## config.mk

```make
export PLATFORM = sky130hd
export DESIGN_NAME = apb_eeprom_regs
export DESIGN_NICKNAME = d
export VERILOG_FILES = /design/src/verilog/eeprom_pkg.sv /design/src/verilog/apb_eeprom_regs.sv
export VERILOG_INCLUDE_DIRS = /design/src /design/src/include
export SDC_FILE = /design/constraint.sdc
export NUM_CORES = 1
export LEC_CHECK = 0
export ABC_AREA = 1
export BUFFER_PORTS_ARGS = -buffer_cell sky130_fd_sc_hd__buf_4
export CORE_MARGIN = 1
export CORE_UTILIZATION = 43
export CTS_BUF_LIST = sky130_fd_sc_hd__clkbuf_8
export DETAILED_ROUTE_END_ITERATION = 7
export PLACE_DENSITY = 0.86
export RECOVER_POWER = 100
export REMOVE_ABC_BUFFERS = 1
export SYNTH_ARGS = -nofsm -noshare
export SYNTH_HDL_FRONTEND = slang
export SYNTH_SLANG_ARGS = --single-unit
```

## constraint.sdc

```tcl
create_clock -name scl -period 1.5 [get_ports scl]
set_clock_uncertainty 0.05 [all_clocks]
set_input_delay 0.225 -clock scl [delete_from_list [all_inputs] [get_ports scl]]
set_output_delay 0.225 -clock scl [all_outputs]
set_load 0.05 [all_outputs]
```

## src/include/eeprom_cfg.svh

```systemverilog
`ifndef EEPROM_CFG_SVH
`define EEPROM_CFG_SVH

// System clock cycles per quarter of a bus clock period, 2 or more
`define EEPROM_QTR 4

// Device type field the EEPROM answers to
`define EEPROM_DEV_TYPE 4'b1010

// APB register byte offsets
`define EEPROM_REG_ADDR   4'h0
`define EEPROM_REG_WDATA  4'h4
`define EEPROM_REG_CTRL   4'h8
`define EEPROM_REG_STATUS 4'hC

`endif
```

## src/verilog/eeprom_pkg.sv

```systemverilog
`default_nettype none

package eeprom_pkg;

    // Block bits in 10:8, word address byte below
    typedef logic [10:0] mem_addr_t;
    typedef logic [7:0]  byte_t;
    typedef logic [3:0]  dev_type_t;
    typedef logic [3:0]  apb_addr_t;

    typedef enum logic [2:0] {
        M_IDLE,
        M_START,
        M_SEND,
        M_GET_ACK,
        M_RESTART,
        M_RECV,
        M_SEND_NACK,
        M_STOP
    } master_state_t;

    typedef enum logic [2:0] {
        S_IDLE,
        S_GET_CTRL,
        S_GET_ADDR,
        S_GET_DATA,
        S_SEND_DATA,
        S_WAIT_ACK
    } slave_state_t;

endpackage

`default_nettype wire

```

## src/verilog/apb_eeprom_regs.sv

```systemverilog
`timescale 1ns/100ps
`default_nettype none
`include "eeprom_cfg.svh"

module apb_eeprom_regs (
    input  wire                    scl,
    input  wire                    arst_n,
    input  wire                    psel,
    input  wire                    penable,
    input  wire                    pwrite,
    input  wire eeprom_pkg::apb_addr_t paddr,
    input  wire [31:0]             pwdata,
    input  wire                    busy,
    input  wire                    cmd_done,
    input  wire                    cmd_nack,
    input  wire eeprom_pkg::byte_t cmd_rdata,
    output logic [31:0]            prdata,
    output logic                   pready,
    output logic                   pslverr,
    output logic                   irq,
    output logic                   cmd_start,
    output logic                   cmd_read,
    output eeprom_pkg::dev_type_t  cmd_dev,
    output eeprom_pkg::mem_addr_t  cmd_addr,
    output eeprom_pkg::byte_t      cmd_wdata
);
    import eeprom_pkg::*;

    logic  wr_acc;
    logic  ctrl_wr;
    logic  go_ok;
    logic  done_r;
    logic  nack_r;
    byte_t rdata_r;

    assign wr_acc  = psel && penable && pwrite;
    assign ctrl_wr = wr_acc && (paddr == `EEPROM_REG_CTRL);
    // Start pulse counts as busy until the master answers
    assign pslverr = ctrl_wr && (busy || cmd_start);
    assign go_ok   = ctrl_wr && !pslverr && pwdata[0];
    assign pready  = 1'b1;
    assign irq     = done_r;

    always_ff @(posedge scl or negedge arst_n)
    begin
        if (!arst_n)
        begin
            cmd_start <= 1'b0;
            cmd_read  <= 1'b0;
            cmd_dev   <= '0;
            done_r    <= 1'b0;
            nack_r    <= 1'b0;
            rdata_r   <= '0;
        end
        else
        begin
            cmd_start <= go_ok;
            if (ctrl_wr && !pslverr)
            begin
                cmd_read <= pwdata[1];
                cmd_dev  <= pwdata[7:4];
            end
            if (go_ok)
            begin
                done_r <= 1'b0;
                nack_r <= 1'b0;
            end
            else if (cmd_done)
            begin
                done_r  <= 1'b1;
                nack_r  <= cmd_nack;
                rdata_r <= cmd_rdata;
            end
        end
    end

    always_ff @(posedge scl)
    begin
        if (wr_acc && paddr == `EEPROM_REG_ADDR)
            cmd_addr <= pwdata[10:0];
        if (wr_acc && paddr == `EEPROM_REG_WDATA)
            cmd_wdata <= pwdata[7:0];
    end

    always_comb
    begin
        case (paddr)
            `EEPROM_REG_ADDR:   prdata = {21'd0, cmd_addr};
            `EEPROM_REG_WDATA:  prdata = {24'd0, cmd_wdata};
            `EEPROM_REG_CTRL:   prdata = {24'd0, cmd_dev, 2'd0, cmd_read, 1'b0};
            `EEPROM_REG_STATUS: prdata = {16'd0, rdata_r, 5'd0, nack_r, done_r, busy};
            default:            prdata = '0;
        endcase
    end

    // Master must be idle at a start and pick it up one cycle later
    a_start_idle: assert property (@(posedge scl) disable iff (!arst_n)
        cmd_start |-> !busy ##1 busy)
        else $error("cmd_start issued while master busy or not taken");

endmodule

`default_nettype wire

```

# Word-level counts from Yosys, hierarchy flattened
# Index checks and enable logic that the tools add are counted.
# W data, S select, Z words.
totals:
  reg_bits: 35
  input_bits: 52
  output_inout_bits: 60
  wordCells: 30
op_classes:
  n_eq_ne: 3
  mux: 5
  bitwise_logic: 1
  n_reduce_logical: 13
ops:
  columns: ["cell", "count"]
  rows:
  - ["$pmux W16 S4", 1]
  - ["$eq A4 B4 Y1 const B", 2]
  - ["$logic_and A1 B1 Y1", 8]
  - ["$eq A4 B3 Y1 const B", 1]
  - ["$logic_not A4 Y1", 1]
  - ["$mux W1", 4]
  - ["$reduce_and A2 Y1", 1]
  - ["$reduce_bool A2 Y1", 1]
  - ["$logic_not A1 Y1", 1]
  - ["$logic_or A1 B1 Y1", 1]
  - ["$not A1 Y1", 1]

# Depth between registers and ports, before layout
logic_depth:
  word_depth: 9
  mapped_depth: 7
  mapped_depth_nobuf: 7

# Worst setup path after synthesis
# No wires, ideal clock.
synth_timing:
  kind: "flip-flop to output port"
  start: "register cmd_start"
  end: "output port pslverr"
  arrival_time_ps: 2371
  required_ps: 1225
  slack_ps: -1146
  path_stages_with_launch: 3
  n_path_buf: 0
  cell_sequence: "dfrtp_1 > nor2_1 > nor4_1"
synth_via:
  elab_chain_len: 2
synth_lines:
  columns: ["element", "line_no", "text"]
  rows:
  - ["from (decl)", "apb_eeprom_regs.sv:21", "output logic cmd_start,"]
  - ["from (signal assigned)", "apb_eeprom_regs.sv:57", "cmd_start <= go_ok;"]
  - ["$logic_or A1 B1 Y1", "apb_eeprom_regs.sv:39", "assign pslverr = ctrl_wr && (busy || cmd_start);"]
  - ["$logic_and A1 B1 Y1", "apb_eeprom_regs.sv:39", null]
  - ["to (decl)", "apb_eeprom_regs.sv:19", "output logic pslverr,"]
# No other way between the ends.

# Final worst setup path
# Ends and elaborated chain as after synthesis.

==> results.md <==
- Status: complete, no violations
- Fin. Hold Viols: 0
- GRT Overall Usage: 0.196
- RSZ-0062 raised after global routing: true
- Commonest cells after routing, fill and taps aside: nand2_1 (49), buf_4 (33), clkbuf_2 (29), inv_1 (25), edfxtp_1 (19)
- LEAKAGE: approximately 1.2 nW
- Die area: just over 0.004 mm²
- Syn Area/Cell: 9.39 µm²
- Hold Path Origin: pwdata[8]
- Worst-margin pin slew: 0.898 ns
- Synth Instances: 177
- H-tree depth: 2
- Port Buffers: 73
- Ant diodes: 0
- Reg2reg end: rdata_r[1]$_DFFE_PN0P_
- Top area cells in the synthesized netlist: edfxtp_1 (34%), dfrtp_1 (24%), nand2_1 (11%)
- Vias post-DR: around 1400
- Tcrit/Tclk final: 0.963
- Crit path time final: around 1.4 ns
- Worst Path Required: ~1.2 ns
- Max-cap violations: 0
- Worst Path Max Fanout: 3
- Critical path class: flop to output port
- PwrDens: 922 mW/mm²
- Via count of the first global-routing pass: roughly 1300
- Filler instances: approximately 350
- WL final: ~3.7 mm
- CP startpoint kind: flop
- Clock Latency Late Sink: about 0.28 ns
- Fin. max-slew vios: 0
- Clock Path Buffers: 2
- Setup violators final: 0
- Cts bufs inserted: 5
- Max frequency: between 600 and 700 MHz
- Layout Utilization: 0.615
- Yosys top cell area share: 0.343
- Initial DRC Count: 31
- Reg2reg start: cmd_start$_DFF_PN0_
- DRC errors left: 0
- YS warnings: 0
- Largest net degree at the start of global routing: 17
- Worst VDD drop: 0.000755 V
- Worst-path clk slew: approximately 0.060 ns
- CTS tree: built
- Clk root buf: clkbuf_8
- Core box area: 0.00369 mm²
- Die Span Y: approximately 64 µm
- Initial antenna violation count: 0
- Fraction of layout cells with a size suffix above 1: 0.335
- Crit. End Element: output port
- Data arrival, critical path: 1.17 ns
- Post-synthesis sequential area ratio: 0.584
- HPWL Detailed: 2.75 mm
- Pre-CTS WS: -0.148 ns
- Die width: around 64 µm
- Worst r2r path cells: 5
- Fin Setup TNS: 0 ns
- Reg2Reg Setup Slack: about 0.17 ns
- Hold_ws: between 0.08 and 0.09 ns
- Number of synthesized register bits: 35
- Overflow left after global routing: 0
- WL per Instance: between 10 and 15 µm
- # IOs: 112
- Post-DR vias/cell: ~4.5
- Initial DRT Pass Iterations: 4
- CTS sink count: 35
- Distinct cells, synth: 19
- Antenna Nets Post-Route: 0
- First-pass GRT wire length: around 5.9 mm
- Starting density of the core: 0.451
- Slew HR: 0.401
- Setup WS post-layout: ~0.056 ns
- Hold depth: 1
- Commonest non-fill, non-tap cell in the layout: nand2_1
- Worst Hold End: cmd_addr[8]$_DFFE_PP_
- Routability cong.: ~0.75
- Hold crit path type: input port to flop
- CP Launch Point: cmd_start$_DFF_PN0_
- Nets@finish: 314
- Area of the mapped netlist: between 0.0015 and 0.002 mm²
- P&R area growth vs syn: 36.4%
- Area leader, netlist: edfxtp_1
- Row cnt: 22
[metrics by stage]
step	cells	cell area [µm²]	power [W]
2_1_floorplan	172	1570	0.00135
3_3_place_gp	300	2240	0.00149
3_5_place_dp	300	2240	0.00150
4_1_cts	309	2350	0.00212
5_1_grt	311	2270	0.00218
6_report	311	2270	0.00209
[where the power goes]
group	switching, W	leakage, nW	total, W	internal [W]
registers	0.0000220	0.371	0.00107	0.00105
logic	0.000288	0.743	0.000396	0.000108
clock network	0.000309	0.0468	0.000620	0.000311
[how the worst max path moves through the flow]
stage	cells past startpoint	end
floorplan	2	pslverr
global placement	6	prdata[13]
detailed placement	6	prdata[14]
CTS	8	prdata[6]
global route	6	pslverr
finish	3	pslverr
[critical path: stages (launching register included)]
cell and delay, ns:
dfrtp_1 0.37, nor2_2 0.07, nor4_1 0.20, buf_4 0.25
[metal layers]
| layer | global-route usage | vias up | share of wire | routed length [µm] |
|---|---|---|---|---|
| li1 | - | 700 | - | - |
| met3 | 0.0768 | 9 | 0.080 | 298 |
| met1 | 0.228 | 642 | 0.41 | 1520 |
| met4 | 0.0889 | 0 | 0.021 | 78 |
| met2 | 0.319 | 56 | 0.49 | 1820 |
| met5 | 0 | - | 0 | 0 |
[registers in the layout (all words and copies together) (netlist names)]
register   cells
cmd_addr      11
cmd_dev        4
cmd_read       1
cmd_start      1
cmd_wdata      8
irq            1
nack_r         1
rdata_r        8
[cell type report]
type                       count  area [µm²]  area share
sequential                    35         971       0.428
inverter                      24        90.1      0.0397
timing repair buffer          83         547       0.241
clock buffer                   5        68.8      0.0303
multi-input combinational    113         519       0.229
tap                           48        60.1      0.0265
clock inverter                 3        12.5     0.00552
[cell families after synthesis]
family	after synthesis	synth area share
compound gates	12	0.0399
other cells	2	0.00452
flops	35	0.584
buf+inv	44	0.144
simple gates	84	0.228
[synthesized netlist by cell type, drive strengths merged]
master,n
conb,2
nor4,1
nor2,13
dfrtp,16
inv,24
o21ai,10
edfxtp,19
buf,20
a22o,1
o211ai,1
nand3,15
nand2,51
nand4,4
[timing repair]
item | CTS | global route
endpoints found under the setup margin | 17 | 14
pin swaps | 1 | 1
buffers inserted | 0 | 2
hold buffers | 1 | 0
endpoints found under the hold margin | 16 | 0
resized for setup | 4 | 4
Note: power is estimated with default switching activity, not from simulation.
