`src/include/eeprom_cfg.svh`:
```
`ifndef EEPROM_CFG_SVH
`define EEPROM_CFG_SVH

// System clock cycles per quarter of a bus clock period, 2 or more
`define EEPROM_QTR 4

// Device type field the EEPROM answers to
`define EEPROM_DEV_TYPE 4'b1010

// APB register byte offsets
`define EEPROM_REG_ADDR   4'h0
`define EEPROM_REG_WDATA  4'h4
`define EEPROM_REG_CTRL   4'h8
`define EEPROM_REG_STATUS 4'hC

`endif
```
`src/verilog/eeprom_pkg.sv`:
```
`default_nettype none

package eeprom_pkg;

    // Block bits in 10:8, word address byte below
    typedef logic [10:0] mem_addr_t;
    typedef logic [7:0]  byte_t;
    typedef logic [3:0]  dev_type_t;
    typedef logic [3:0]  apb_addr_t;

    typedef enum logic [2:0] {
        M_IDLE,
        M_START,
        M_SEND,
        M_GET_ACK,
        M_RESTART,
        M_RECV,
        M_SEND_NACK,
        M_STOP
    } master_state_t;

    typedef enum logic [2:0] {
        S_IDLE,
        S_GET_CTRL,
        S_GET_ADDR,
        S_GET_DATA,
        S_SEND_DATA,
        S_WAIT_ACK
    } slave_state_t;

endpackage

`default_nettype wire

```
`src/verilog/i2c_master.sv`:
```
`timescale 1ns/100ps
`default_nettype none
`include "eeprom_cfg.svh"

module i2c_master (
    input  wire                        scl,
    input  wire                        arst_n,
    input  wire                        cmd_start,
    input  wire                        cmd_read,
    input  wire eeprom_pkg::dev_type_t cmd_dev,
    input  wire eeprom_pkg::mem_addr_t cmd_addr,
    input  wire eeprom_pkg::byte_t     cmd_wdata,
    input  wire                        bus_data,
    output logic                       busy,
    output logic                       cmd_done,
    output logic                       cmd_nack,
    output eeprom_pkg::byte_t          cmd_rdata,
    output logic                       bus_clk,
    output logic                       master_sda_low
);
    import eeprom_pkg::*;

    localparam int QTR = `EEPROM_QTR;
    localparam int QW  = $clog2(QTR);
    localparam logic [QW-1:0] QLAST = QW'(QTR - 1);

    master_state_t state;
    logic [QW-1:0] qcnt;
    logic [1:0]    ph;
    logic [2:0]    bit_cnt;
    logic [1:0]    step;
    byte_t         tx;
    byte_t         rx;
    logic          ack_ok;
    logic          tick;
    logic          bit_end;
    logic          mid_high;
    logic [6:0]    ctrl_hdr;

    assign tick      = (qcnt == QLAST);
    assign bit_end   = tick && (ph == 2'd3);
    // Clock is high in the two middle quarters of a bit
    assign mid_high  = ph[0] ^ ph[1];
    assign ctrl_hdr  = {cmd_dev, cmd_addr[10:8]};
    assign cmd_rdata = rx;

    always_ff @(posedge scl or negedge arst_n)
    begin
        if (!arst_n)
        begin
            state    <= M_IDLE;
            qcnt     <= '0;
            ph       <= '0;
            bit_cnt  <= '0;
            step     <= '0;
            tx       <= '0;
            rx       <= '0;
            ack_ok   <= 1'b0;
            busy     <= 1'b0;
            cmd_done <= 1'b0;
            cmd_nack <= 1'b0;
        end
        else
        begin
            cmd_done <= 1'b0;
            if (state == M_IDLE)
            begin
                qcnt <= '0;
                ph   <= '0;
                if (cmd_start)
                begin
                    state    <= M_START;
                    busy     <= 1'b1;
                    cmd_nack <= 1'b0;
                end
            end
            else
            begin
                qcnt <= tick ? '0 : qcnt + 1'b1;
                if (tick)
                    ph <= ph + 1'b1;
                // Sample just before the rising bus clock
                if (tick && ph == 2'd0)
                begin
                    if (state == M_GET_ACK)
                        ack_ok <= !bus_data;
                    if (state == M_RECV)
                        rx <= {rx[6:0], bus_data};
                end
                if (bit_end)
                begin
                    case (state)
                        M_START:
                        begin
                            state   <= M_SEND;
                            tx      <= {ctrl_hdr, 1'b0};
                            bit_cnt <= '0;
                            step    <= '0;
                        end
                        M_SEND:
                        begin
                            if (bit_cnt == 3'd7)
                                state <= M_GET_ACK;
                            else
                            begin
                                bit_cnt <= bit_cnt + 1'b1;
                                tx      <= {tx[6:0], 1'b0};
                            end
                        end
                        M_GET_ACK:
                        begin
                            bit_cnt <= '0;
                            if (!ack_ok)
                            begin
                                cmd_nack <= 1'b1;
                                state    <= M_STOP;
                            end
                            else
                            begin
                                step <= step + 1'b1;
                                case (step)
                                    2'd0:
                                    begin
                                        tx    <= cmd_addr[7:0];
                                        state <= M_SEND;
                                    end
                                    2'd1:
                                    begin
                                        tx    <= cmd_wdata;
                                        state <= cmd_read ? M_RESTART : M_SEND;
                                    end
                                    default: state <= cmd_read ? M_RECV : M_STOP;
                                endcase
                            end
                        end
                        M_RESTART:
                        begin
                            tx    <= {ctrl_hdr, 1'b1};
                            state <= M_SEND;
                        end
                        M_RECV:
                        begin
                            if (bit_cnt == 3'd7)
                                state <= M_SEND_NACK;
                            else
                                bit_cnt <= bit_cnt + 1'b1;
                        end
                        M_SEND_NACK: state <= M_STOP;
                        default:
                        begin
                            state    <= M_IDLE;
                            busy     <= 1'b0;
                            cmd_done <= 1'b1;
                        end
                    endcase
                end
            end
        end
    end

    always_comb
    begin
        bus_clk        = 1'b1;
        master_sda_low = 1'b0;
        case (state)
            M_START:
            begin
                bus_clk        = (ph != 2'd3);
                master_sda_low = (ph != 2'd0);
            end
            M_SEND:
            begin
                bus_clk        = mid_high;
                master_sda_low = !tx[7];
            end
            M_GET_ACK, M_RECV, M_SEND_NACK: bus_clk = mid_high;
            M_RESTART:
            begin
                bus_clk        = mid_high;
                master_sda_low = ph[1];
            end
            M_STOP:
            begin
                bus_clk        = (ph != 2'd0);
                master_sda_low = !ph[1];
            end
            default: ;
        endcase
    end

    // Both drivers of the line keep to the low clock phase
    a_sda_stable: assert property (@(posedge scl) disable iff (!arst_n)
        $changed(bus_data) |-> !bus_clk || (state inside {M_START, M_RESTART, M_STOP}))
        else $error("data line changed while bus clock high");

endmodule

`default_nettype wire

```
`config.mk`:
```
export PLATFORM = sky130hd
export DESIGN_NAME = i2c_master
export DESIGN_NICKNAME = d
export VERILOG_FILES = /design/src/verilog/eeprom_pkg.sv /design/src/verilog/i2c_master.sv
export VERILOG_INCLUDE_DIRS = /design/src /design/src/include
export SDC_FILE = /design/constraint.sdc
export NUM_CORES = 1
export LEC_CHECK = 0
export BUFFER_PORTS_ARGS = -buffer_cell sky130_fd_sc_hd__buf_4
export CAP_MARGIN = 15
export CORE_AREA = 10 10 66 79
export CTS_CLUSTER_DIAMETER = 120
export DETAILED_ROUTE_END_ITERATION = 10
export DIE_AREA = 0 0 76 89
export GPL_TIMING_DRIVEN = 0
export PLACE_DENSITY = 0.76
export SYNTH_ARGS = -nofsm -noshare
export SYNTH_HDL_FRONTEND = slang
export SYNTH_SLANG_ARGS = --single-unit
```
`constraint.sdc`:
```
create_clock -name scl -period 2.2 [get_ports scl]
set_input_delay 0.44 -clock scl [delete_from_list [all_inputs] [get_ports scl]]
set_output_delay 0.44 -clock scl [all_outputs]
set_load 0.02 [all_outputs]
```
=== Yosys cells after proc, flatten, opt, wreduce, memory -nomap -nowiden ===
Cells that the tools add are included.

* Register bits after elaboration: 32

* $add $sub $neg: 4
* Equal/unequal tests: 21
* Multiplexer cells: 36
* Bitwise gates (word level): 2
* Reduce and logical (&&, ||, !) cells: 28

{| class="wikitable"
|+ Operator list
! cell !! count
|-
| $pmux 8 s4 || 1
|-
| $mux 3 || 8
|-
| $mux 8 || 2
|-
| $pmux 8 s2 || 1
|-
| $reduce_and 4->1 || 4
|-
| $eq 3x3->1 const B || 5
|-
| $pmux 3 s5 || 1
|-
| $mux 1 || 12
|-
| $mux 2 || 6
|-
| $pmux 3 s2 || 2
|-
| $reduce_bool 2->1 || 6
|-
| $ne 2x2->1 const B || 5
|-
| $reduce_and 3->1 || 3
|-
| $add 2x1->2 const B || 3
|-
| $eq 3x2->1 const B || 2
|-
| $reduce_and 6->1 || 1
|-
| $reduce_or 2->1 || 3
|-
| $reduce_or 6->1 || 1
|-
| $reduce_or 5->1 || 1
|-
| $eq 2x2->1 const B || 2
|-
| $logic_not 2->1 || 2
|-
| $ne 2x1->1 const B || 2
|-
| $pmux 1 s4 || 1
|-
| $pmux 2 s2 || 1
|-
| other kinds (13) || 16
|}

=== Logic depth before layout (Yosys ltp) ===
* Word-level depth: 6
* Mapped depth: 7
* Mapped depth without buffers: 6

=== Least setup slack after synthesis ===
OpenSTA, ideal clock, no wires.

* Kind: reg-to-reg
* Start point: reg bit_cnt[0]
* End point: reg tx[0]
* Setup time: 0.125 ns
* Arrival: 1.717 ns
* Required time: 2.075 ns
* Path slack: 0.358 ns
* Cell stages (with the launch flop): 8
* Buffers on the path: 1
* Cell sequence: dfrtp_1 -> ha_1 -> ha_1 -> nand2b_2 -> a21oi_2 -> o221a_1 -> buf_6 -> mux2_4

* Longest elaborated chain between the ends: 3

{| class="wikitable"
|+ Ends and longest elaborated chain
! item !! line !! RTL
|-
| start: declaration || i2c_master.sv:30 || <nowiki>logic [2:0] bit_cnt;</nowiki>
|-
| start signal: assignment || i2c_master.sv:106 || <nowiki>bit_cnt <= bit_cnt + 1'b1;</nowiki>
|-
| start signal: assignment || i2c_master.sv:146 || <nowiki>bit_cnt <= bit_cnt + 1'b1;</nowiki>
|-
| $eq 3x3->1 || i2c_master.sv:102 || <nowiki>if (bit_cnt == 3'd7)</nowiki>
|-
| $ne 2x2->1 (no source line) || n/a ||
|-
| $reduce_and 6->1 (no source line) || n/a ||
|-
| end signal: assignment || i2c_master.sv:96 || <nowiki>tx <= {ctrl_hdr, 1'b0};</nowiki>
|-
| end signal: assignment || i2c_master.sv:107 || <nowiki>tx <= {tx[6:0], 1'b0};</nowiki>
|-
| end signal: assignment || i2c_master.sv:124 || <nowiki>tx <= cmd_addr[7:0];</nowiki>
|-
| end: declaration || i2c_master.sv:32 || <nowiki>byte_t tx;</nowiki>
|}

Every way passes these cells.
A chain may end at the register's enable or synchronous reset.

=== Final worst setup path ===
* Start point: reg state[2]
* End point: out bus_clk

* Longest elaborated chain between the ends: 3

{| class="wikitable"
|+ Ends and longest elaborated chain
! item !! line !! RTL
|-
| start: declaration || i2c_master.sv:27 || <nowiki>master_state_t state;</nowiki>
|-
| start signal: assignment || i2c_master.sv:130 || <nowiki>state <= cmd_read ? M_RESTART : M_SEND;</nowiki>
|-
| start signal: assignment || i2c_master.sv:132 || <nowiki>default: state <= cmd_read ? M_RECV : M_STOP;</nowiki>
|-
| $eq 3x2->1 / $eq 3x3->1 (equally long branches) || i2c_master.sv:165 || <nowiki>case (state)</nowiki>
|-
| $reduce_or 5->1 (no source line) || n/a ||
|-
| $pmux 1 s3 (*) || i2c_master.sv:165 ||
|-
| end: declaration || i2c_master.sv:18 || <nowiki>output logic bus_clk,</nowiki>
|}

Every way passes the cells marked *; elsewhere a longest branch is shown, timed or not.

==> out/metrics.yaml <==
status: "finished clean"
cap_violations: 0
root_buffer: "clkbuf_8"
fin_skew_ps: 3.88
first_global_vias: 1558
layout.nets: 276
finalPower_mw: 2.27
ant_nets: 0
hpwl_mm: 3.41
clkTransAtPathRegs_ps: 70
cp-start-kind: "flip-flop"
diodes: 0
area_growth_pct: 24.5
worst-path-max-fanout: 9
io_buffers: 40
whs_ps: 77.7
worstPathRequired_ps: 1760
tritoncts.num_buffers: 5
cts_max_path_buffers: 2
cpLargestDelayFamily: "buffers and inverters"
cts_sinks: 32
slew_viol_final: 0
die_h_um: 89
overflow: 0
postSynthCellCount: 194
grt_max_degree: 33
drt_iter0_drc: 81
critPathSlowestCell: "dfrtp_1"
ir_worst_vdd_mv: 0.662
coreArea_mm2: 0.00378
yosysUniqueCellTypes: 40
vias: 1553
slew_headroom: 0.636
synth-edff-count: 0
cp_num_buf_inv: 3
async_reset_ff_frac: 1.00
cp-startpoint: "state[2]$_DFFE_PN0P_"
r2r-start: "bit_cnt[0]$_DFFE_PN0P_"
fp-row-count: 25
wl_per_cell_um: 14.9
worstMarginPinSlew_ps: 542
synth_warnings: 0
syn_avg_cell_area_um2: 9.82
p_per_area_mw_per_mm2: 958
min-delay-path-class: "primary input to async pin"
crit_arrival_ps: 1670
fillers: 329
drive_gt1_frac: 0.307
max_freq_ghz: 0.473
place_area_mm2: 0.00227
drc: 0
p_leak_nw: 1.11
cts_tree: "yes"
die_area_mm2: 0.00676
place.gp.congestion: 0.922
setup_viol: 0
dp_slack_ps: 225
synth_ff_type: "dfrtp_1"
final_cell_count_no_fill: 295
initial_core_util: 0.503
viasPerCell: 5.26
timing_hold_violations_final: 0
dr.pass1.iters: 4
syn_nets: 230
yosys_register_bits: 32
grt_usage: 0.131
netlist_area_mm2: 0.00190
final_core_util: 0.626
rsz0062_at_grt: "false"
insertion_delay_ps: 290
grt_pass1_wl_mm: 7.18
dieWidth_um: 76
finalCritPeriodShare: 0.961
fin_ws_ps: 85.1
yosysSeqAreaShare: 0.420
dp_cells: 288
design_area_mm2: 0.00237
antenna_found_initial: 0
cts-htree-levels: 2
worstSetupPathType: "flip-flop to output port"
critical_path.cell_chain: "buf_6 -> inv_1 -> ha_1 -> o21ai_0 -> o211ai_1 -> buf_4"
fin_setup_tns_ps: 0
finalWirelength_mm: 4.39
worstSetupEndpointType: "output port"
min_period_ps: 2110
cp_slowest_stage_delay_ps: 380
io_pins: 41
[cells by family after synthesis]
group | count (synthesis) | share of synthesized area
mux | 27 | 0.150
compound gates | 49 | 0.164
xor+xnor | 1 | 0.00460
buf+inv | 29 | 0.0788
flops | 32 | 0.421
simple gates | 48 | 0.129
fa+ha+maj | 8 | 0.0526
[cells in the mapped netlist, types with 3 or more instances]
| master | number | area, µm² |
|---|---|---|
| buf_2 | 5 | 25.0 |
| buf_4 | 4 | 30.0 |
| o21ai_0 | 14 | 70.1 |
| a21oi_1 | 14 | 70.1 |
| dfrtp_1 | 32 | 801 |
| nand2_1 | 7 | 26.3 |
| nor2_1 | 19 | 71.3 |
| a211oi_1 | 7 | 52.6 |
| a22o_1 | 3 | 26.3 |
| nor3_1 | 5 | 25.0 |
| mux2i_1 | 17 | 170 |
| ha_1 | 8 | 100 |
| mux2_2 | 9 | 101 |
| inv_1 | 16 | 60.1 |
| nand3_1 | 4 | 20.0 |
[final cells by class]
type,count,area [µm²],area share
buffer,11,81.3,0.0343
clock inverter,3,23.8,0.0100
multi-input combinational,133,960,0.405
timing repair buffer,40,300,0.127
inverter,17,68.8,0.0290
clock buffer,5,68.8,0.0290
tap,54,67.6,0.0285
sequential,32,801,0.338
[layout by cell type, fill, tap and decap left out, types with 2 or more instances in the layout]
cell type and n:
a21oi_1 14, mux2i_1 17, nand3_1 4, mux2_2 9
clkinvlp_4 2, clkinv_4 2, buf_4 43, nor2b_1 2
clkbuf_8 5, nor3_1 5, o21ai_0 14, a22o_1 3
nand2b_1 2, nor2_1 19, buf_6 3, o211ai_1 2
ha_1 8, buf_2 5, inv_1 16, nand2_1 7
dfrtp_1 32, and2b_1 2, a211oi_1 7
[registers in the layout, indices dropped and copies added, names as in the netlist]
name,flops
ack_ok,1
cmd_nack,1
bit_cnt,3
ph,2
cmd_done,1
cmd_rdata,8
busy,1
step,2
state,3
qcnt,2
tx,8
[report_power, final]
part | internal [mW] | leakage, nW | switching (mW)
combinational | 0.428 | 0.671 | 0.596
sequential | 0.710 | 0.395 | 0.0819
clock | 0.224 | 0.0404 | 0.232
[what timing repair did]
action                                  4_1_cts  5_1_grt
endpoints found under the setup margin        1        2
buffers inserted                              0        0
gates cloned                                  0        0
hold buffers                                  0        0
gates resized for setup                       0        2
[final timing paths]
check	to	slack, ps	cells past startpoint
worst max-delay path	bus_clk	90	6
worst min-delay path	qcnt[0]$_DFF_PN0_	80	1
worst max register to register	tx[0]$_DFFE_PN0P_	210	7
worst min register to register	qcnt[0]$_DFF_PN0_	440	1
max in group asynchronous	cmd_rdata[7]$_DFFE_PN0P_	1840	1
min in group scl	ack_ok$_DFFE_PN0P_	340	2
[per-layer routing]
metal | vias up | GRT usage | share of wire
li1 | 778 | - | -
met1 | 736 | 0.144 | 0.42
met2 | 34 | 0.235 | 0.53
met3 | 5 | 0.0332 | 0.038
met4 | 0 | 0.0569 | 0.013
met5 | - | 0 | 0
Power figures use the tool's default switching activity.
